<file path="src/source/wbm_spi_pkg.sv">
// SPI to Wishbone bridge shared definitions
// Bus widths, sequencer states, reply codes and slave memory timing
`default_nettype none

package wbm_spi_pkg;

	localparam int byte_w = 8;       // One SPI byte
	localparam int word_w = 32;      // Wishbone data
	localparam int adr_w = 16;       // Wishbone byte address
	localparam int sel_w = word_w / byte_w;

	// Slave memory, one word per address byte value
	localparam int mem_words = 256;
	localparam int stall_cycles = 1; // Stall held after a new strobe
	localparam int ack_cycles = 2;   // Accept to ack
	localparam int stall_cnt_w = $clog2(stall_cycles + 1);

	// Reply codes seen by the MCU
	localparam logic [byte_w-1:0] reply_wait = 8'h00; // Cycle still pending
	localparam logic [byte_w-1:0] reply_ack = 8'h01;  // Ack seen

	// Sequencer states, data bytes counted by a separate index
	typedef enum logic [2:0] {
		get_command,
		get_address,
		read_wait,
		read_data,
		write_data,
		write_wait
	} seq_state_t;

endpackage

`default_nettype wire
</file>
<file path="src/source/spi_byte_rx.sv">
// SPI receive shifter, mode 0, MSB first
// Assembles bytes on the SCK rising edge and offers each one on a req/ack toggle
`timescale 1ns/1ps
`default_nettype none

module spi_byte_rx import wbm_spi_pkg::*; (
	input  logic              spi_sck_i,
	input  logic              spi_csn_i,
	input  logic              spi_sdi_i,
	input  logic              rx_ack_i,  // Returned toggle from the Wishbone side
	output logic              rx_req_o,
	output logic [byte_w-1:0] rx_data_o
);

	logic [2:0] bit_cnt;          // Bits taken in the current byte
	logic [byte_w-2:0] shift_q;   // First seven bits of the byte
	logic byte_done;

	assign byte_done = (bit_cnt == 3'(byte_w - 1));

	// Framing, cleared while deselected
	always_ff @(posedge spi_sck_i or posedge spi_csn_i) begin
		if (spi_csn_i) begin
			bit_cnt <= 3'd0;
			shift_q <= '0;
		end else begin
			bit_cnt <= bit_cnt + 3'd1; // Wraps at the byte boundary
			shift_q <= {shift_q[byte_w-3:0], spi_sdi_i};
		end
	end

	// Holding register and request toggle
	always_ff @(posedge spi_sck_i) begin
		if (!spi_csn_i && byte_done) begin
			rx_data_o <= {shift_q, spi_sdi_i}; // Last bit straight from the pin
			rx_req_o <= ~rx_ack_i;              // Previous crossing is long done
		end
	end

endmodule

`default_nettype wire

</file>
<file path="config.mk">
export PLATFORM = sky130hd
export DESIGN_NAME = spi_byte_rx
export DESIGN_NICKNAME = d
export VERILOG_FILES = /design/src/source/wbm_spi_pkg.sv /design/src/source/spi_byte_rx.sv
export SDC_FILE = /design/constraint.sdc
export NUM_CORES = 1
export LEC_CHECK = 0
export CAP_MARGIN = 20
export CORE_MARGIN = 8
export CORE_UTILIZATION = 41
export DETAILED_ROUTE_END_ITERATION = 6
export DONT_BUFFER_PORTS = 1
export GPL_TIMING_DRIVEN = 0
export HOLD_SLACK_MARGIN = 0.06
export SYNTH_ARGS = -nofsm -noshare
export SYNTH_HDL_FRONTEND = slang
export SYNTH_SLANG_ARGS = --single-unit
</file>
<file path="constraint.sdc">
create_clock -name spi_sck_i -period 3 [get_ports spi_sck_i]
set_clock_uncertainty 0.15 [all_clocks]
set_input_delay 0.45 -clock spi_sck_i [delete_from_list [all_inputs] [get_ports spi_sck_i]]
set_output_delay 0.45 -clock spi_sck_i [all_outputs]
set_load 0.005 [all_outputs]
</file>
* Yosys cells after proc, flatten, opt, wreduce, memory -nomap -nowiden
Index checks and enable logic that the tools add are counted.
Storage, ports and cells: flip-flop bits (word level) 19, input bits 4, output and inout bits 9, logic and storage cells 9
Operators by class: add/sub/neg operators 1, eq/ne operators 1, bitwise logic cells 1, reductions and logical operators 2
Operators by type and width (number):
- adder 3 x 1 -> 3 bit (second input constant) | 1
- == test 3 bit (second input constant) | 1
- logical AND 1 bit | 1
- logical NOT 1 bit | 1
- NOT 1 bit | 1

* Depth between registers and ports, before layout
Gate-level depths: netlist (run 1).
depth in word-level cells 2, mapped depth 3, gate-level depth less buffers 3

* Worst setup path after synthesis (run 1)
No wires, ideal clock.
path kind flip-flop to flip-flop, start register bit_cnt[0], end register rx_data_o[0] (enable), library setup time 0.375 ns, data arrival time 1.052 ns, data required time 2.475 ns, slack 1.423 ns, stages on the path, launching flop included 4, path buffers 0, clock period less this slack 1.577 ns, cell sequence dfrtp_1 ha_1 ha_1 nor2b_1
Between the ends: longest elaborated chain between the ends 2
RTL lines:
- from (decl) | line spi_byte_rx.sv:15 | logic [2:0] bit_cnt;
- from (signal assigned) | line spi_byte_rx.sv:27 | bit_cnt <= bit_cnt + 3'd1;
- == test 3 bit | line spi_byte_rx.sv:19 | assign byte_done = (bit_cnt == 3'(byte_w - 1));
- logical AND 1 bit | line spi_byte_rx.sv:34 | if (!spi_csn_i && byte_done) begin
- to (signal assigned) | line spi_byte_rx.sv:35 | rx_data_o <= {shift_q, spi_sdi_i};
- to (decl) | line spi_byte_rx.sv:12 | output logic [byte_w-1:0] rx_data_o
Every way passes these cells. A chain may end at the register's enable or synchronous reset.

* Final worst setup path (run 1)
start register bit_cnt[0], end register rx_data_o[1] (enable)
Same word-level chain as after synthesis.

==> results of run 1 <==
## worst reg2reg max path, delay by kind of cell (launching register included)
| kind | cells | cell delay, ns |
|---|---|---|
| adders and majority gates | 2 | 0.27 |
| and+or+nand+nor | 1 | 0.61 |
| DFF | 1 | 0.36 |
## cell usage in the layout, fill, tap and decap left out, drive strengths merged
cell          n
edfxtp        9
nor2b         1
clkbuf        4
dlygate4sd3   2
ha            2
inv           3
dfrtp        10
## synthesized netlist by cell type
cell type / count
dfrtp_1: 10
edfxtp_1: 9
inv_1: 3
ha_1: 2
nor2b_1: 1
## per-stage QoR
| stage | setup slack [ns] | area [um2] | cells | hold WS, ns | total power [mW] |
|---|---|---|---|---|---|
| detailed placement | 1.23 | 582 | 40 | 0.174 | 0.288 |
| finish | 1.24 | 628 | 46 | 0.109 | 0.402 |
| CTS | 1.22 | 628 | 46 | 0.100 | 0.407 |
| global route | 1.12 | 628 | 46 | 0.0725 | 0.423 |
| global placement | 1.29 | 582 | 40 | 0.173 | 0.288 |
| floorplan | 1.42 | 563 | 25 | 0.140 | 0.287 |
## layer usage
layer	up-vias	share of wire, %	routed length, um	track usage, %
li1	95	-	-	-
met2	11	46	310	6.84
met4	0	0	0	3.78
met5	-	0	0	0
met1	103	43	290	5.22
met3	0	11	71	5.60
## cell type report
class                           count  area (um2)  share of cell area [%]
Clock buffer                        4        26.3                    4.18
Tap cell                           15        18.8                    2.99
Sequential cell                    19         520                    82.9
Inverter                            3        11.3                    1.79
Timing Repair Buffer                2        20.0                    3.19
Multi-Input combinational cell      3        31.3                    4.98
## state kept, by name (all words and copies together), names as in the netlist
name	cells
shift_q	7
rx_data_o	8
bit_cnt	3
rx_req_o	1
## how the worst max path moves through the flow
stage	from	to	slack (ns)
6_report	bit_cnt[0]	rx_data_o[1]	1.24
5_1_grt	bit_cnt[0]	rx_data_o[5]	1.12
4_1_cts	bit_cnt[0]	rx_req_o	1.22
3_5_place_dp	bit_cnt[0]	rx_req_o	1.23
3_3_place_gp	bit_cnt[0]	rx_req_o	1.29
2_1_floorplan	bit_cnt[0]	rx_data_o[0]	1.42
## what timing repair did
action	in CTS	in global routing
endpoints found under the hold margin	11	0
hold buffers	2	0
setup endpoints to repair	0	0
## power by group
part / internal, mW / total (mW) / switching, mW
Sequential: 0.277 / 0.280 / 0.00221
Combinational: 0.00193 / 0.00473 / 0.00280
Clock: 0.0516 / 0.118 / 0.0663
## logic make-up (layout without fill, tap and decap cells)
logic type,after synthesis,in the layout,synth area share [%]
AND/OR/NAND/NOR,1,1,1.11
buffers and inverters,3,9,2.00
adder cells (fa/ha/maj),2,2,4.44
flip-flops,19,19,92.4
==> results.tsv, run 1 <==
stage	metric	value	unit
run_status	status	finished clean	
global_route	vias in the first global route	214	
critical_path	Data arrival, critical path	1.53	ns
cts	Worst-path clk slew	0.09	ns
sta	Setup TNS Final	0	ns
cts	Root Driver	clkbuf_4	
drt	ANT nets after route	0	
floorplanning	Die Area	2810	um2
finish	Antenna Cells	0	
logic_synthesis	Mapped Nets	31	
critical_path	WP data required	2.77	ns
logic_synthesis	Mapped Avg Cell Area	22.5	um2
cts	CTS buffer count	3	
floorplanning	IO Pins	13	
drt	DRC viols	0	
finish	synthesis-to-finish area growth	11.6	%
critical_path	CP peak stage delay	0.61	ns
drt	via/cell ratio	4.54	
floorplanning	Die Ht	53.1	um
pwr	power per cell area	641	nW/um2
drt	total iterations of the first detailed-routing run	2	
logic_synthesis	synth unique cells	5	
critical_path	Worst setup SP type	register	
finish	nets	38	
global_route	overall global routing resource usage	5.43	%
logic_synthesis	Syn Inst Count	25	
finish	share of cells above drive strength 1	9.68	%
flow_run	Max Cap Violations	0	
cts	post-cts sizing count	0	
logic_synthesis	sequential area share after synthesis	92.4	%
global_route	gr ovfl total	0	
critical_path	Worst R2R End	rx_data_o[1]	
drt	WL final	672	um
worst_hold_path	Hold Crit Start	spi_sdi_i	
critical_path	Critical Path Slowest Stage Cell	nor2b_1	
critical_path	CP dominant cell by count	ha_1	
global_route	first-pass GRT wire length	993	um
finish	Filler cells	111	
logic_synthesis	Synth top area share	48.0	%
worst_hold_path	Hold Crit Endpoint	rx_data_o[0]	
sta	Slew @ Worst Pin	0.761	ns
logic_synthesis	Synth Register Bits	19	
floorplanning	Die W	53.1	um
logic_synthesis	Mapped Area	563	um2
global_route	initial antenna violation count	0	
floorplanning	core box area	1280	um2
logic_synthesis	Warnings, synthesis	0	
drt	WL/cell	14.6	um
drt	DRT iter0 DRCs	1	
finish	post-layout util	48.9	%
sta	final cycle utilization of the critical path	58.7	%
place	PortBufs	0	
critical_path	WS Path Type	reg2reg	
pwr	Worst IR Drop VDD	0.000249	V
place	RD Place Congestion	0.598	
logic_synthesis	largest area contributor in the netlist	edfxtp_1	
cts	# clock sinks	19	
sta	Max Clk Rate	0.568	GHz
sta	final setup vio count	0	
logic_synthesis	Synth area leaders	edfxtp_1, dfrtp_1, ha_1	
sta	relative slew slack	49.2	%
pwr	Leak	0.265	nW
cts	clock latency on the worst-skew pair	0.28	ns
critical_path	worst r2r src	bit_cnt[0]	
critical_path	CP endpoint kind	register	
floorplanning	row cnt	13	
critical_path	CP Max Fanout	9	
critical_path	critical-path cell list	ha_1, ha_1, nor2b_1	
cts	CTS tree	done	
cts	Longest Clk Path Bufs	2	
sta	min Tclk post-route	1.76	ns
global_route	pin count of the biggest net entering global routing	11	
worst_hold_path	hold path cells	0	
sta	Final Hold Viols	0	
worst_hold_path	HP Class	in2reg	
critical_path	R2R setup slack	1.24	ns
floorplanning	Starting Density	43.8	%
critical_path	CP top delay family	simple AND/OR/NAND/NOR gates	
drt	detailed-route via count	209	
critical_path	worst path bufs/invs	0	
critical_path	worst-case reg-to-reg path depth	3	
critical_path	critical path depth	3	
sta	RSZ-0062 raised after global routing	no	
sta	max-slew violation count	0	
cts	H-Tree Depth	1	
cts	post-CTS setup repair buffer count	0	
Power figures use the tool's default switching activity.
==> run 2: changes to the inputs <==
==> constraint.sdc (replaced) <==
create_clock -name spi_sck_i -period 1.51 [get_ports spi_sck_i]
set_clock_uncertainty 0.15 [all_clocks]
set_input_delay 0.2265 -clock spi_sck_i [delete_from_list [all_inputs] [get_ports spi_sck_i]]
set_output_delay 0.2265 -clock spi_sck_i [all_outputs]
set_load 0.005 [all_outputs]
==> run 2 against run 1 <==
Sequential power is 98% higher; die area stayed put; total power is 100% higher; fmax is 26% higher; combinational power grew to 2.7 times the previous value; clock power is 100% higher; setup slack worse by 1.1 ns; core utilization is 1.4 points higher; hold slack better by 0.12 ns; critical path type unchanged; critical endpoint is now rx_data_o[5]; highest routed layer unchanged.
==> results.tsv, run 2 (synthesis results as in run 1) <==
stage	metric	value	unit	change
critical_path	Critical Path Slowest Stage Cell	dfrtp_1		
flow_run	Max Cap Violations	0		unchanged
critical_path	WS Path Type	reg2reg		
global_route	overall global routing resource usage	6.17	%	+0.74 points
global_route	gr ovfl total	0		unchanged
critical_path	worst-case reg-to-reg path depth	3		unchanged
sta	max-slew violation count	0		unchanged
sta	final setup vio count	0		unchanged
place	RD Place Congestion	0.614		+2.6%
finish	register with the most flip-flops	rx_data_o		
global_route	pin count of the biggest net entering global routing	11		unchanged
worst_hold_path	HP Class	reg2reg		
drt	total iterations of the first detailed-routing run	2		unchanged
run_status	status	finished clean		
global_route	vias in the first global route	231		+7.9%
cts	Worst-path clk slew	0.09	ns	about the same
cts	Root Driver	clkbuf_4		
finish	Antenna Cells	0		unchanged
floorplanning	IO Pins	13		unchanged
sta	final cycle utilization of the critical path	92.5	%	+34 points
finish	synthesis-to-finish area growth	14.7	%	
sta	Slew @ Worst Pin	0.359	ns	-0.402 ns
cts	# clock sinks	19		unchanged
floorplanning	Die Area	2810	um2	unchanged
pwr	power per cell area	1250	nW/um2	+95%
finish	max reg flops	8		unchanged
cts	CTS tree	done		
critical_path	Worst setup SP type	register		
sta	Fin Hold WS	0.233	ns	+0.123 ns
cts	clock latency on the worst-skew pair	0.28	ns	about the same
critical_path	CP endpoint kind	register		
global_route	first-pass GRT wire length	1150	um	+16%
finish	post-layout util	50.2	%	+1.4 points
sta	Max Clk Rate	0.716	GHz	+26%
place	PortBufs	0		unchanged
global_route	initial antenna violation count	0		unchanged
pwr	Worst IR Drop VDD	0.000600	V	+140%
floorplanning	core box area	1280	um2	unchanged
sta	RSZ-0062 raised after global routing	no		
pwr	Leak	0.269	nW	+1.6%
place	pre-CTS WS	-0.0462	ns	-1.27 ns
place	DP HPWL	498	um	
drt	DRT iter0 DRCs	2		+1
critical_path	R2R setup slack	0.11	ns	-1.13 ns
sta	min Tclk post-route	1.40	ns	-0.363 ns
sta	Setup TNS Final	0	ns	unchanged
floorplanning	Die Ht	53.1	um	unchanged
floorplanning	row cnt	13		unchanged
floorplanning	Die W	53.1	um	unchanged
place	cell total after placement	40		unchanged
critical_path	CP peak stage delay	0.36	ns	-0.25 ns
cts	H-Tree Depth	1		unchanged
finish	share of cells above drive strength 1	12.5	%	+2.8 points
finish	commonest non-fill, non-tap cells in the layout	dfrtp_1, edfxtp_1, inv_1, clkbuf_4, dlygate4sd3_1		
critical_path	CP Max Fanout	9		unchanged
cts	Longest Clk Path Bufs	2		unchanged
critical_path	WP data required	1.33	ns	-1.44 ns
finish	most common cell after layout, fill and taps aside	dfrtp_1		
critical_path	critical-path cell list	ha_1, ha_1, nor2b_4		
worst_hold_path	hold path cells	0		unchanged
cts	CTS buffer count	3		unchanged
drt	WL final	688	um	+2.4%
drt	DRC viols	0		unchanged
cts	post-CTS setup repair buffer count	0		unchanged
finish	biggest regs	rx_data_o (8), shift_q (7), bit_cnt (3)		
drt	ANT nets after route	0		unchanged
sta	setup ws final	0.113	ns	-1.13 ns
sta	relative slew slack	76.0	%	+27 points
drt	detailed-route via count	218		+4.3%
critical_path	CP dominant cell by count	ha_1		
drt	via/cell ratio	4.64		+2.1%
sta	Final Hold Viols	0		unchanged
floorplanning	Starting Density	43.8	%	unchanged
finish	nets	39		+2.6%
finish	Filler cells	103		-7.2%
finish	fin cells	47		+2.2%
drt	WL/cell	14.6	um	+0.20%
critical_path	Data arrival, critical path	1.22	ns	-0.31 ns
run 2: cell count changes in the layout (fill, tap and decap cells not counted), sizes merged:
cell / before / now
dlygate4sd3: 2 / 3
run 2: area by class of cell:
cell class	instances	area (um2)	area share [%]
Clock buffer	4	26.3	4.07
Inverter	3	11.3	1.74
Multi-Input combinational cell	3	38.8	6.01
Sequential cell	19	520	80.6
Tap cell	15	18.8	2.91
Timing Repair Buffer	3	30.0	4.65
run 2: metrics by stage:
| step | cell area, um2 | total power, mW |
|---|---|---|
| after floorplan | 566 | 0.570 |
| final | 646 | 0.806 |
| after global routing | 646 | 0.853 |
| after detailed placement | 584 | 0.573 |
| after CTS | 646 | 0.817 |
| after global placement | 584 | 0.572 |
run 2: worst max-delay path: cells and delay by family, from the launching register on:
family	cells	cell delay, ns
adders and majority gates	2	0.30
DFF	1	0.36
and+or+nand+nor	1	0.29
run 2: repair_timing:
item,CTS,global route
resized for setup,1,0
hold endpoints to repair,22,0
endpoints found under the setup margin,9,0
hold buffers,3,0
run 2: path summary, 6_finish.rpt:
check / from / end
worst max-delay path: bit_cnt[0] / rx_data_o[5]
worst min-delay path: shift_q[5] / shift_q[6]
worst max register to register: bit_cnt[0] / rx_data_o[5]
worst min register to register: shift_q[5] / shift_q[6]
max in group asynchronous: spi_csn_i / bit_cnt[0]
min in group asynchronous: spi_csn_i / bit_cnt[1]
run 2: power breakdown:
| group | leakage, nW | switching [mW] | total, mW | internal [mW] |
|---|---|---|---|---|
| combinational | 0.0540 | 0.00726 | 0.0129 | 0.00560 |
| sequential | 0.200 | 0.00423 | 0.555 | 0.551 |
| clock | 0.0150 | 0.135 | 0.237 | 0.103 |
run 2: metal layers:
metal  share of wire, %  routed length (um)  vias up  global-route usage (%)
li1                   -                   -       99                       -
met1                 47                 325      108                    6.71
met2                 45                 312       11                    7.81
met3                7.3                  50        0                    5.32
met4                  0                   0        0                    3.78
met5                  0                   0        -                       0
